**config.mk**
```make
export PLATFORM = sky130hd
export DESIGN_NAME = exu_top
export DESIGN_NICKNAME = d
export VERILOG_FILES = /design/src/rtl/rv_isa_pkg.sv /design/src/rtl/exu_pkg.sv /design/src/rtl/exu_decode.sv /design/src/rtl/exu_alu.sv /design/src/rtl/exu_branch.sv /design/src/rtl/exu_commit.sv /design/src/rtl/exu_top.sv
export VERILOG_INCLUDE_DIRS = /design/src /design/src/rtl
export SDC_FILE = /design/constraint.sdc
export NUM_CORES = 1
export LEC_CHECK = 0
export BUFFER_PORTS_ARGS = -buffer_cell sky130_fd_sc_hd__buf_2
export CORE_AREA = 3 3 284 286
export DETAILED_ROUTE_END_ITERATION = 10
export DIE_AREA = 0 0 287 289
export MAX_ROUTING_LAYER = met4
export SYNTH_ARGS = -nofsm -noshare
export SYNTH_HDL_FRONTEND = slang
export SYNTH_HIERARCHICAL = 1
export SYNTH_SLANG_ARGS = --single-unit
```
**constraint.sdc**
```tcl
create_clock -name clk -period 7 [get_ports clk]
set_clock_uncertainty 0.1 [all_clocks]
set_input_delay 0.7 -clock clk [delete_from_list [all_inputs] [get_ports clk]]
set_output_delay 0.7 -clock clk [all_outputs]
set_load 0.02 [all_outputs]
```
**src/rtl/exu_cfg.svh**
```systemverilog
`ifndef EXU_CFG_SVH
`define EXU_CFG_SVH

// datapath
`define EXU_XLEN 32
`define EXU_WMASK_W 8

// cycles from in_valid to out_valid
`define EXU_LAT 2

// reset and commit values
`define EXU_RST_WORD {`EXU_XLEN{1'b0}}
`define EXU_LINK_OFS 4

`endif

```
**src/rtl/rv_isa_pkg.sv**
```systemverilog
package rv_isa_pkg;

	typedef struct packed {
		logic [6:0] funct7;
		logic [4:0] rs2;
		logic [4:0] rs1;
		logic [2:0] funct3;
		logic [4:0] rd;
		logic [6:0] opcode;
	} rv_r_fmt_t;

	typedef struct packed {
		logic [11:0] imm_11_0;
		logic [4:0]  rs1;
		logic [2:0]  funct3;
		logic [4:0]  rd;
		logic [6:0]  opcode;
	} rv_i_fmt_t;

	typedef struct packed {
		logic [6:0] imm_11_5;
		logic [4:0] rs2;
		logic [4:0] rs1;
		logic [2:0] funct3;
		logic [4:0] imm_4_0;
		logic [6:0] opcode;
	} rv_s_fmt_t;

	typedef struct packed {
		logic       imm_12;
		logic [5:0] imm_10_5;
		logic [4:0] rs2;
		logic [4:0] rs1;
		logic [2:0] funct3;
		logic [3:0] imm_4_1;
		logic       imm_11;
		logic [6:0] opcode;
	} rv_b_fmt_t;

	typedef struct packed {
		logic [19:0] imm_31_12;
		logic [4:0]  rd;
		logic [6:0]  opcode;
	} rv_u_fmt_t;

	typedef struct packed {
		logic       imm_20;
		logic [9:0] imm_10_1;
		logic       imm_11;
		logic [7:0] imm_19_12;
		logic [4:0] rd;
		logic [6:0] opcode;
	} rv_j_fmt_t;

	// one word read in six formats
	typedef union packed {
		rv_r_fmt_t r;
		rv_i_fmt_t i;
		rv_s_fmt_t s;
		rv_b_fmt_t b;
		rv_u_fmt_t u;
		rv_j_fmt_t j;
	} rv_inst_u;

endpackage

```
**src/rtl/exu_pkg.sv**
```systemverilog
`include "exu_cfg.svh"

package exu_pkg;

	localparam logic [6:0] OPC_LUI    = 7'b0110111;
	localparam logic [6:0] OPC_AUIPC  = 7'b0010111;
	localparam logic [6:0] OPC_JAL    = 7'b1101111;
	localparam logic [6:0] OPC_JALR   = 7'b1100111;
	localparam logic [6:0] OPC_BRANCH = 7'b1100011;
	localparam logic [6:0] OPC_STORE  = 7'b0100011;
	localparam logic [6:0] OPC_OP_IMM = 7'b0010011;
	localparam logic [6:0] OPC_OP     = 7'b0110011;
	localparam logic [6:0] OPC_SYSTEM = 7'b1110011;

	localparam logic [2:0] F3_ADD   = 3'b000; // also sub
	localparam logic [2:0] F3_SLL   = 3'b001;
	localparam logic [2:0] F3_SLT   = 3'b010;
	localparam logic [2:0] F3_SLTU  = 3'b011;
	localparam logic [2:0] F3_XOR   = 3'b100;
	localparam logic [2:0] F3_SR    = 3'b101; // srl/sra
	localparam logic [2:0] F3_OR    = 3'b110;
	localparam logic [2:0] F3_AND   = 3'b111;
	localparam logic [2:0] F3_JALR  = 3'b000;
	localparam logic [2:0] F3_BEQ   = 3'b000;
	localparam logic [2:0] F3_BNE   = 3'b001;
	localparam logic [2:0] F3_BLT   = 3'b100;
	localparam logic [2:0] F3_BGE   = 3'b101;
	localparam logic [2:0] F3_BLTU  = 3'b110;
	localparam logic [2:0] F3_BGEU  = 3'b111;
	localparam logic [2:0] F3_SB    = 3'b000;
	localparam logic [2:0] F3_SH    = 3'b001;
	localparam logic [2:0] F3_SW    = 3'b010;
	localparam logic [2:0] F3_CSRRW = 3'b001;
	localparam logic [2:0] F3_CSRRS = 3'b010;

	localparam logic [6:0] F7_BASE = 7'b0000000;
	localparam logic [6:0] F7_ALT  = 7'b0100000;

	localparam logic [`EXU_WMASK_W-1:0] WMASK_B = `EXU_WMASK_W'h01;
	localparam logic [`EXU_WMASK_W-1:0] WMASK_H = `EXU_WMASK_W'h03;
	localparam logic [`EXU_WMASK_W-1:0] WMASK_W = `EXU_WMASK_W'h0f;

endpackage

```
**src/rtl/exu_decode.sv**
```systemverilog
`timescale 1ns/1ps
`include "exu_cfg.svh"

module exu_decode import rv_isa_pkg::*, exu_pkg::*; (
	input  logic                 clk,
	input  logic                 arst_n,
	input  logic                 in_valid,
	input  logic [`EXU_XLEN-1:0] inst,
	input  logic [`EXU_XLEN-1:0] pc,
	input  logic [`EXU_XLEN-1:0] src1,
	input  logic [`EXU_XLEN-1:0] src2,
	input  logic [`EXU_XLEN-1:0] csr_val,
	output logic                 s1_valid,
	output logic [6:0]           s1_opcode,
	output logic [2:0]           s1_funct3,
	output logic [6:0]           s1_funct7,
	output logic [`EXU_XLEN-1:0] s1_pc,
	output logic [`EXU_XLEN-1:0] s1_src1,
	output logic [`EXU_XLEN-1:0] s1_src2,
	output logic [`EXU_XLEN-1:0] s1_csr_val,
	output logic [`EXU_XLEN-1:0] s1_imm
);

	rv_inst_u s1_inst;

	always_ff @(posedge clk or negedge arst_n) begin
		if (!arst_n) begin
			s1_valid <= 1'b0;
		end else begin
			s1_valid <= in_valid;
		end
	end

	always_ff @(posedge clk) begin
		if (in_valid) begin
			s1_inst    <= inst;
			s1_pc      <= pc;
			s1_src1    <= src1;
			s1_src2    <= src2;
			s1_csr_val <= csr_val;
		end
	end

	// same bits in every format
	assign s1_opcode = s1_inst.r.opcode;
	assign s1_funct3 = s1_inst.r.funct3;
	assign s1_funct7 = s1_inst.r.funct7;

	always_comb begin
		case (s1_opcode)
			OPC_OP_IMM, OPC_JALR: s1_imm = {{(`EXU_XLEN-12){s1_inst.i.imm_11_0[11]}},
				s1_inst.i.imm_11_0};
			OPC_STORE: s1_imm = {{(`EXU_XLEN-12){s1_inst.s.imm_11_5[6]}},
				s1_inst.s.imm_11_5, s1_inst.s.imm_4_0};
			OPC_BRANCH: s1_imm = {{(`EXU_XLEN-13){s1_inst.b.imm_12}}, s1_inst.b.imm_12,
				s1_inst.b.imm_11, s1_inst.b.imm_10_5, s1_inst.b.imm_4_1, 1'b0};
			OPC_LUI, OPC_AUIPC: s1_imm = {s1_inst.u.imm_31_12, 12'b0};
			OPC_JAL: s1_imm = {{(`EXU_XLEN-21){s1_inst.j.imm_20}}, s1_inst.j.imm_20,
				s1_inst.j.imm_19_12, s1_inst.j.imm_11, s1_inst.j.imm_10_1, 1'b0};
			default: s1_imm = '0; // no immediate
		endcase
	end

endmodule

```
**src/rtl/exu_alu.sv**
```systemverilog
`timescale 1ns/1ps
`include "exu_cfg.svh"

module exu_alu import exu_pkg::*; (
	input  logic [6:0]           s1_opcode,
	input  logic [2:0]           s1_funct3,
	input  logic [6:0]           s1_funct7,
	input  logic [`EXU_XLEN-1:0] s1_pc,
	input  logic [`EXU_XLEN-1:0] s1_src1,
	input  logic [`EXU_XLEN-1:0] s1_src2,
	input  logic [`EXU_XLEN-1:0] s1_imm,
	input  logic [`EXU_XLEN-1:0] s1_csr_val,
	output logic [`EXU_XLEN-1:0] alu_val,
	output logic [`EXU_XLEN-1:0] alu_csr_wdata
);

	logic                 is_op;
	logic                 alt;
	logic                 is_shift;
	logic                 f7_ok;
	logic                 arith_ok;
	logic [`EXU_XLEN-1:0] opb;
	logic [4:0]           shamt;
	logic [`EXU_XLEN-1:0] arith;

	assign is_op    = (s1_opcode == OPC_OP);
	assign alt      = (s1_funct7 == F7_ALT);
	assign is_shift = (s1_funct3 == F3_SLL) || (s1_funct3 == F3_SR);
	assign opb      = is_op ? s1_src2 : s1_imm;
	assign shamt    = opb[4:0];

	// alt funct7 only for sub, sra, srai
	assign f7_ok = (s1_funct7 == F7_BASE) ||
		(alt && ((s1_funct3 == F3_SR) || (is_op && s1_funct3 == F3_ADD)));
	assign arith_ok = (is_op || is_shift) ? f7_ok : 1'b1;

	always_comb begin
		case (s1_funct3)
			F3_ADD:  arith = (is_op && alt) ? s1_src1 - opb : s1_src1 + opb;
			F3_SLL:  arith = s1_src1 << shamt;
			F3_SLT:  arith = {{(`EXU_XLEN-1){1'b0}}, $signed(s1_src1) < $signed(opb)};
			F3_SLTU: arith = {{(`EXU_XLEN-1){1'b0}}, s1_src1 < opb};
			F3_XOR:  arith = s1_src1 ^ opb;
			F3_SR:   arith = alt ? $unsigned($signed(s1_src1) >>> shamt) : s1_src1 >> shamt;
			F3_OR:   arith = s1_src1 | opb;
			default: arith = s1_src1 & opb;
		endcase
	end

	always_comb begin
		alu_val = '0;
		case (s1_opcode)
			OPC_LUI:   alu_val = s1_imm;
			OPC_AUIPC: alu_val = s1_pc + s1_imm;
			OPC_JAL:   alu_val = s1_pc + `EXU_LINK_OFS; // link
			OPC_JALR:  alu_val = (s1_funct3 == F3_JALR) ? s1_pc + `EXU_LINK_OFS : '0;
			OPC_OP_IMM, OPC_OP: alu_val = arith_ok ? arith : '0;
			default:   alu_val = '0;
		endcase
	end

	always_comb begin
		alu_csr_wdata = '0;
		if (s1_opcode == OPC_SYSTEM) begin
			if (s1_funct3 == F3_CSRRW)
				alu_csr_wdata = s1_src1;
			else if (s1_funct3 == F3_CSRRS)
				alu_csr_wdata = s1_src1 | s1_csr_val; // set bits
		end
	end

endmodule

```
**src/rtl/exu_branch.sv**
```systemverilog
`timescale 1ns/1ps
`include "exu_cfg.svh"

module exu_branch import exu_pkg::*; (
	input  logic [6:0]           s1_opcode,
	input  logic [2:0]           s1_funct3,
	input  logic [`EXU_XLEN-1:0] s1_pc,
	input  logic [`EXU_XLEN-1:0] s1_src1,
	input  logic [`EXU_XLEN-1:0] s1_src2,
	input  logic [`EXU_XLEN-1:0] s1_imm,
	output logic                 br_taken,
	output logic [`EXU_XLEN-1:0] br_target
);

	localparam int MSB = `EXU_XLEN - 1;

	logic [`EXU_XLEN-1:0] diff;
	logic                 eq;
	logic                 lt;
	logic                 ltu;

	assign diff = s1_src1 - s1_src2;
	assign eq   = (diff == '0);
	assign ltu  = (s1_src1 < s1_src2);
	// sign of src1 when signs differ and sign of diff otherwise
	assign lt = (s1_src1[MSB] & ~s1_src2[MSB]) |
		(~(s1_src1[MSB] ^ s1_src2[MSB]) & diff[MSB]);

	always_comb begin
		br_taken  = 1'b0;
		br_target = s1_pc + s1_imm;
		case (s1_opcode)
			OPC_JAL: br_taken = 1'b1;
			OPC_JALR: begin
				br_taken  = (s1_funct3 == F3_JALR);
				br_target = (s1_src1 + s1_imm) & ~`EXU_XLEN'd1; // lsb cleared
			end
			OPC_BRANCH: begin
				case (s1_funct3)
					F3_BEQ:  br_taken = eq;
					F3_BNE:  br_taken = ~eq;
					F3_BLT:  br_taken = lt;
					F3_BGE:  br_taken = ~lt;
					F3_BLTU: br_taken = ltu;
					F3_BGEU: br_taken = ~ltu;
					default: br_taken = 1'b0;
				endcase
			end
			default: br_taken = 1'b0;
		endcase
	end

endmodule

```
**src/rtl/exu_commit.sv**
```systemverilog
`timescale 1ns/1ps
`include "exu_cfg.svh"

module exu_commit import exu_pkg::*; (
	input  logic                    clk,
	input  logic                    arst_n,
	input  logic                    s1_valid,
	input  logic [6:0]              s1_opcode,
	input  logic [2:0]              s1_funct3,
	input  logic [`EXU_XLEN-1:0]    alu_val,
	input  logic [`EXU_XLEN-1:0]    alu_csr_wdata,
	input  logic                    br_taken,
	input  logic [`EXU_XLEN-1:0]    br_target,
	output logic                    out_valid,
	output logic [`EXU_XLEN-1:0]    val,
	output logic [`EXU_XLEN-1:0]    jump,
	output logic                    jump_taken,
	output logic [`EXU_XLEN-1:0]    csr_wdata,
	output logic [`EXU_WMASK_W-1:0] wmask
);

	logic [`EXU_WMASK_W-1:0] s1_wmask;

	always_comb begin
		s1_wmask = '0;
		if (s1_opcode == OPC_STORE) begin
			case (s1_funct3)
				F3_SB:   s1_wmask = WMASK_B;
				F3_SH:   s1_wmask = WMASK_H;
				F3_SW:   s1_wmask = WMASK_W;
				default: s1_wmask = '0; // no such store
			endcase
		end
	end

	always_ff @(posedge clk or negedge arst_n) begin
		if (!arst_n) begin
			out_valid  <= 1'b0;
			jump_taken <= 1'b0;
			val        <= `EXU_RST_WORD;
			jump       <= `EXU_RST_WORD;
			csr_wdata  <= `EXU_RST_WORD;
			wmask      <= '0;
		end else begin
			out_valid  <= s1_valid;
			jump_taken <= s1_valid & br_taken; // strobe with out_valid
			if (s1_valid) begin
				val       <= alu_val;
				jump      <= br_taken ? br_target : `EXU_RST_WORD;
				csr_wdata <= alu_csr_wdata;
				wmask     <= s1_wmask;
			end
		end
	end

endmodule

```
**src/rtl/exu_top.sv**
```systemverilog
`timescale 1ns/1ps
`include "exu_cfg.svh"

module exu_top (
	input  logic                    clk,
	input  logic                    arst_n,
	input  logic                    in_valid,
	input  logic [`EXU_XLEN-1:0]    inst,
	input  logic [`EXU_XLEN-1:0]    pc,
	input  logic [`EXU_XLEN-1:0]    src1,
	input  logic [`EXU_XLEN-1:0]    src2,
	input  logic [`EXU_XLEN-1:0]    csr_val,
	output logic                    out_valid,
	output logic [`EXU_XLEN-1:0]    val,
	output logic [`EXU_XLEN-1:0]    jump,
	output logic                    jump_taken,
	output logic [`EXU_XLEN-1:0]    csr_wdata,
	output logic [`EXU_WMASK_W-1:0] wmask
);

	logic                 s1_valid;
	logic [6:0]           s1_opcode;
	logic [2:0]           s1_funct3;
	logic [6:0]           s1_funct7;
	logic [`EXU_XLEN-1:0] s1_pc;
	logic [`EXU_XLEN-1:0] s1_src1;
	logic [`EXU_XLEN-1:0] s1_src2;
	logic [`EXU_XLEN-1:0] s1_csr_val;
	logic [`EXU_XLEN-1:0] s1_imm;
	logic [`EXU_XLEN-1:0] alu_val;
	logic [`EXU_XLEN-1:0] alu_csr_wdata;
	logic                 br_taken;
	logic [`EXU_XLEN-1:0] br_target;

	exu_decode u_decode (
		.clk, .arst_n, .in_valid, .inst, .pc, .src1, .src2, .csr_val,
		.s1_valid, .s1_opcode, .s1_funct3, .s1_funct7,
		.s1_pc, .s1_src1, .s1_src2, .s1_csr_val, .s1_imm
	);

	exu_alu u_alu (
		.s1_opcode, .s1_funct3, .s1_funct7, .s1_pc, .s1_src1, .s1_src2,
		.s1_imm, .s1_csr_val, .alu_val, .alu_csr_wdata
	);

	exu_branch u_branch (
		.s1_opcode, .s1_funct3, .s1_pc, .s1_src1, .s1_src2, .s1_imm,
		.br_taken, .br_target
	);

	exu_commit u_commit (
		.clk, .arst_n, .s1_valid, .s1_opcode, .s1_funct3,
		.alu_val, .alu_csr_wdata, .br_taken, .br_target,
		.out_valid, .val, .jump, .jump_taken, .csr_wdata, .wmask
	);

endmodule

```
======== Word-level counts from Yosys, hierarchy flattened ========
Index checks and enable logic that the tools add are counted.
word-level totals
  flip-flop bits (word level) ............. 267
  input bits .............................. 163
  output and inout port bits .............. 106
  word-level logic and storage cells ...... 86
operators by class
  reduce and logical (&&, ||, !) cells .... 13
  add/sub/neg operators ................... 6
  eq/ne operators ......................... 17
  shifts and indexed selects .............. 3
  bitwise gates (word level) .............. 14
  order comparisons ....................... 3
  mux-type cells .......................... 18
operators with widths
  kind                                                             count
  32-bit 2-to-1 mux                                                10
  32-bit one-hot mux with 5 select lines                           2
  32-bit one-hot mux with 7 select lines                           1
  32-bit adder                                                     3
  32-bit < comparator                                              3
  32-bit bitwise OR                                                2
  32-bit subtractor                                                2
  32-bit by 3-bit adder with 32-bit output, second input constant  1
  32-bit bitwise AND                                               1
  32-bit zero test                                                 1
  32-bit by 5-bit << shifter with 32-bit output                    1
  32-bit by 5-bit >> shifter with 32-bit output                    1
  32-bit by 5-bit >>> shifter with 32-bit output                   1
  32-bit XOR                                                       1
  7-bit by 6-bit == test with 1-bit output, second input constant  4
  7-bit == test, second input constant                             4
  7-bit by 5-bit == test with 1-bit output, second input constant  2
  3-bit == test, second input constant                             4
  4-bit one-hot mux with 3 select lines                            1
  7-bit zero test                                                  1
  3-bit by 2-bit == test with 1-bit output, second input constant  2
  1-bit one-hot mux with 6 select lines                            1
  2-bit OR reduction                                               3
  1-bit inverter                                                   5
  other kinds (10)                                                 17

======== Longest topological paths before layout ========
  depth after elaboration ................. 9
  gate-level depth with buffers ........... 28
  mapped depth without buffers ............ 26

======== Cells and area by module ========
Netlist, hierarchy kept.
by module, submodules not included
  module      instances  area an instance (um^2)  cells an instance
  exu_alu     1          12438.2                  2047
  exu_decode  1          5486.5                   253
  exu_branch  1          5440.2                   791
  exu_commit  1          3907.5                   296

======== Least setup slack after synthesis ========
No wires, ideal clock.
  kind .................................... register to register
  from .................................... register u_decode.s1_src1[4]
  to ...................................... register u_commit.jump[10]
  buffers on the path ..................... 2
  setup slack ............................. 1.658 ns
  stages on the path, launching flop included .. 27
  data required time ...................... 6.767 ns
  library setup time ...................... 0.133 ns
  arrival time ............................ 5.109 ns
  path through ............................ edfxtp_1 > ha_1 > buf_2 > o2111ai_1 > a31oi_1 > a21oi_1 > o31ai_1 > nand3_1 > a22oi_1 > a21o_1 > a21oi_1 > o21ai_0 > a21o_1 > fa_1 > nor2_1 > o21ai_0 > nor4_1 > nand4_1 > a2111oi_2 > nand4_1 > nor4_2 > o2111ai_1 > mux2i_1 > o31a_1 > clkbuf_1 > nand3_1 > o21ai_0
between the ends
  longest elaborated chain between the ends .. 7
  elaborated cells on any way between the ends .. 13
ends and longest elaborated chain
  element                                                                    RTL line          source
  from (decl)                                                                exu_decode.sv:18  output logic [`EXU_XLEN-1:0] s1_src1,
  from (signal assigned)                                                     exu_decode.sv:38  s1_src1 <= src1;
  parallel branches: the longest is 4 deep, another holds 32-bit subtractor  n/a
  1-bit one-hot mux with 6 select lines *                                    exu_branch.sv:39  case (s1_funct3)
  1-bit one-hot mux with 3 select lines *                                    exu_branch.sv:32  case (s1_opcode)
  net br_taken                                                               exu_top.sv:32     logic br_taken;
  32-bit 2-to-1 mux (no line) *                                              n/a
  to (signal assigned)                                                       exu_commit.sv:41  jump <= `EXU_RST_WORD;
  to (signal assigned)                                                       exu_commit.sv:49  jump <= br_taken ? br_target : `EXU_RST_WORD;
  to (decl)                                                                  exu_commit.sv:16  output logic [`EXU_XLEN-1:0] jump,
Mark *: on every way through the listed nets, which the timed path passes.
A chain may end at the register's enable or synchronous reset.

======== Final worst setup path ========
  from .................................... register u_decode.s1_src2[3]
  to ...................................... register u_commit.jump[31]
between the ends
  longest elaborated chain between the ends .. 7
  elaborated cells on any way between the ends .. 11
ends and longest elaborated chain
  element                                                                    RTL line          source
  from (decl)                                                                exu_decode.sv:19  output logic [`EXU_XLEN-1:0] s1_src2,
  from (signal assigned)                                                     exu_decode.sv:39  s1_src2 <= src2;
  parallel branches: the longest is 4 deep, another holds 32-bit subtractor  n/a
  1-bit one-hot mux with 6 select lines *                                    exu_branch.sv:39
  1-bit one-hot mux with 3 select lines *                                    exu_branch.sv:32
  net br_taken                                                               exu_top.sv:32
  32-bit 2-to-1 mux (no line) *                                              n/a
Marks and branches as above.

==> reports/metrics.cfg <==
[status]
status=completed

[floorplan]
rows=103
start_util_pct=34.7
die_w_um=287
die_height_um=289
coreArea_um2=78600
io_pins=269
dieArea_um2=82900

[pwr]
total_power_mw=5.52
max-vdd-ir-drop_mv=0.189
powerDensity_nw_per_um2=177
leakage_nw=13.9

[logic_synthesis]
netlist.area_leader.share_pct=17.6
synth.largest_area_cell=edfxtp_1
async_flop_share_pct=38.9
synth_seq_cells=262
post_synth.cell_area_avg_um2=8.05
ys_warn_count=6
ys_top_cells_by_area=edfxtp_1 (18%), ha_1 (9.9%), dfrtp_1 (9.4%), a21oi_1 (5.2%), o21ai_0 (4.8%)
seq_area_frac_synth_pct=27.0
synth_edf_count=160
ys_types=119
syn-instance-count=3387
ys.flop_type=edfxtp_1
syn_area_um2=27300

[route]
dr.first_iter.drc_count=4039
routed_wirelength_um=137000
ant_nets=0
viasPerCell=6.18
vias=29000
wl_per_cell_um=29.2
firstDrtPassIters=9
drc=0

[sta]
worst_slew_pin_slew_ps=1340
slew_viol_final=0
setup_viol=0
finalCritPeriodShare_pct=94.7
finalHoldViolations=0
slew_headroom_pct=10.1
fmax_mhz=151
finalCriticalPeriod_ps=6630
hold_ws_ps=109
rsz0062_at_grt=false
finalSetupTns_ps=0

[worst_setup_path]
critPathCaptureType=flop
crit_type=reg -> reg
start_kind=flop
startpoint=u_decode/s1_src2[3]$_DFFE_PP_
reg2reg_from=u_decode/s1_src2[3]$_DFFE_PP_
crit_required_ps=7370
arrival_ps=7000
worstPathMaxFanout=32

[finish]
areaGrowthSynthToFinish_pct=14.2
fin_area_um2=31200
drive_gt1_share_pct=16.5
nets=3996
final_core_util_pct=39.6

[clocking]
cts_buffers=34
ctsHoldBuffers=0
cts.path.max_buffers=3
cts_setup_buffers=0
htree_levels=2
cts_resized=0
root_buffer=clkbuf_16
clk_latency_ps=590
cts_tree=done
clk_pin_slew_ps=60
cts.sinks=262

[placement]
io_buffers=264
post_dp_cell_area_um2=30000
gp_congestion=1.04
hpwl_um=106000

[grt]
grt_pass1_wl_um=192000
grt_max_degree=93
grtUsageTotal_pct=32.7
antenna_found_initial=3
grt_overflow_total=0
grt_pass1_vias=26600

[hold_path]
min_path_type=in -> async

[flow_run]
maxCapViolations=0

-- state kept, by name, indices dropped and copies added (netlist names), 3 cells and up --
signal               cells
u_commit/csr_wdata      32
u_commit/jump           32
u_commit/val            32
u_commit/wmask           3
u_decode/s1_csr_val     32
u_decode/s1_inst        32
u_decode/s1_pc          32
u_decode/s1_src1        32
u_decode/s1_src2        32
-- placed cells by master (no fill, tap or decap), types with 89 or more instances in the layout --
cell and n:
a21oi_1 280, buf_2 262, buf_4 127, dfrtp_1 101
edfxtp_1 160, ha_1 215, inv_1 207, nand2_1 305
nand3_1 206, nor2_1 226, o21ai_0 262, xnor2_1 89
-- critical path, stage by stage, from the launching register on --
cell and delay [ps]:
edfxtp_1 450, inv_1 70, ha_1 470, o2111ai_1 340
a31oi_1 480, a21oi_1 210, o31ai_1 430, nand3_1 130
a22oi_1 270, a21o_1 160, a21oi_1 60, o21ai_0 160
a21o_1 150, fa_1 410, nor2_1 100, o21ai_0 100
nor4_1 290, nand4_1 170, a2111oi_2 220, nand4_1 150
nor4_2 330, o2111ai_1 220, mux2i_1 160, o31a_1 250
buf_4 240, and2_1 210, a22o_1 180
-- Yosys cell counts (10+ instances only) --
master / count
o21ai_1: 36
or3_1: 14
nand3_1: 206
and2_1: 26
nor2_1: 229
xor2_1: 54
nor4_1: 13
buf_2: 38
clkbuf_1: 120
o21ai_0: 262
a21o_2: 10
ha_1: 215
nor3b_1: 11
dfrtp_1: 102
and3_1: 32
nand4_1: 30
a22o_1: 21
o21bai_1: 23
edfxtp_1: 160
a22oi_1: 34
nand2_1: 305
a311oi_1: 10
a31oi_1: 44
o22ai_1: 13
o211ai_1: 74
inv_1: 207
a21oi_1: 281
o31ai_1: 31
xnor2_1: 89
nand2b_1: 55
a211oi_1: 43
a211o_1: 15
nor2b_1: 23
mux2i_1: 30
nor3_1: 37
a221oi_1: 16
buf_1: 16
a21boi_0: 11
buf_4: 28
o21a_1: 38
o221ai_1: 21
a21o_1: 87
mux2_2: 67
-- where the power goes --
group	leakage, nW	total, mW	internal (mW)	switching, mW
clock	0.574	1.86	1.07	0.786
combinational	10.3	1.82	0.609	1.21
sequential	2.98	1.83	1.74	0.0933
total	13.9	5.52	3.42	2.09
-- worst paths after layout --
check,end,slack (ps),cells past startpoint
max in group asynchronous,u_decode/s1_valid$_DFF_PN0_,5270,2
hold / removal,u_commit/val[6]$_DFFE_PN0P_,110,1
setup / recovery,u_commit/jump[31]$_DFFE_PN0P_,370,26
setup reg to reg,u_commit/jump[31]$_DFFE_PN0P_,370,26
hold reg to reg,u_commit/wmask[1]$_DFFE_PN0P_,390,2
min in group clk,u_decode/s1_csr_val[17]$_DFFE_PP_,180,1
-- area by class of cell --
type / count / area [um^2]
Tap cell: 1050 / 1310
Clock inverter: 20 / 263
Clock buffer: 42 / 921
Timing Repair Buffer: 390 / 2280
Sequential cell: 262 / 7360
Antenna cell: 1 / 2.50
Inverter: 211 / 793
Multi-Input combinational cell: 2713 / 18200
Fill cell: 8244 / 47500
-- metrics by stage --
step | cells | setup slack [ps]
floorplan | 3390 | 1660
detailed placement | 4626 | 586
global placement | 4626 | 666
global route | 4689 | 87.2
finish | 4689 | 369
CTS | 4688 | 502
-- per-layer routing --
layer	wire, um	up-vias	GRT usage, %
met4	7990	0	15.8
met5	0	-	-
met2	59200	1589	48.1
met1	57500	14100	43.4
li1	-	13000	-
met3	12200	308	5.44
-- logic make-up after synthesis --
| logic type | count (synthesis) | synth area share, % |
|---|---|---|
| muxes | 99 | 3.99 |
| buffers and inverters | 415 | 6.33 |
| DFF | 262 | 27.0 |
| AOI/OAI and AO/OA | 1207 | 29.3 |
| other | 1 | 0.0138 |
| and+or+nand+nor | 1039 | 18.5 |
| adders and majority gates | 221 | 10.3 |
| xor gates and xnor gates | 143 | 4.59 |
(Power assumes the default switching activity.)
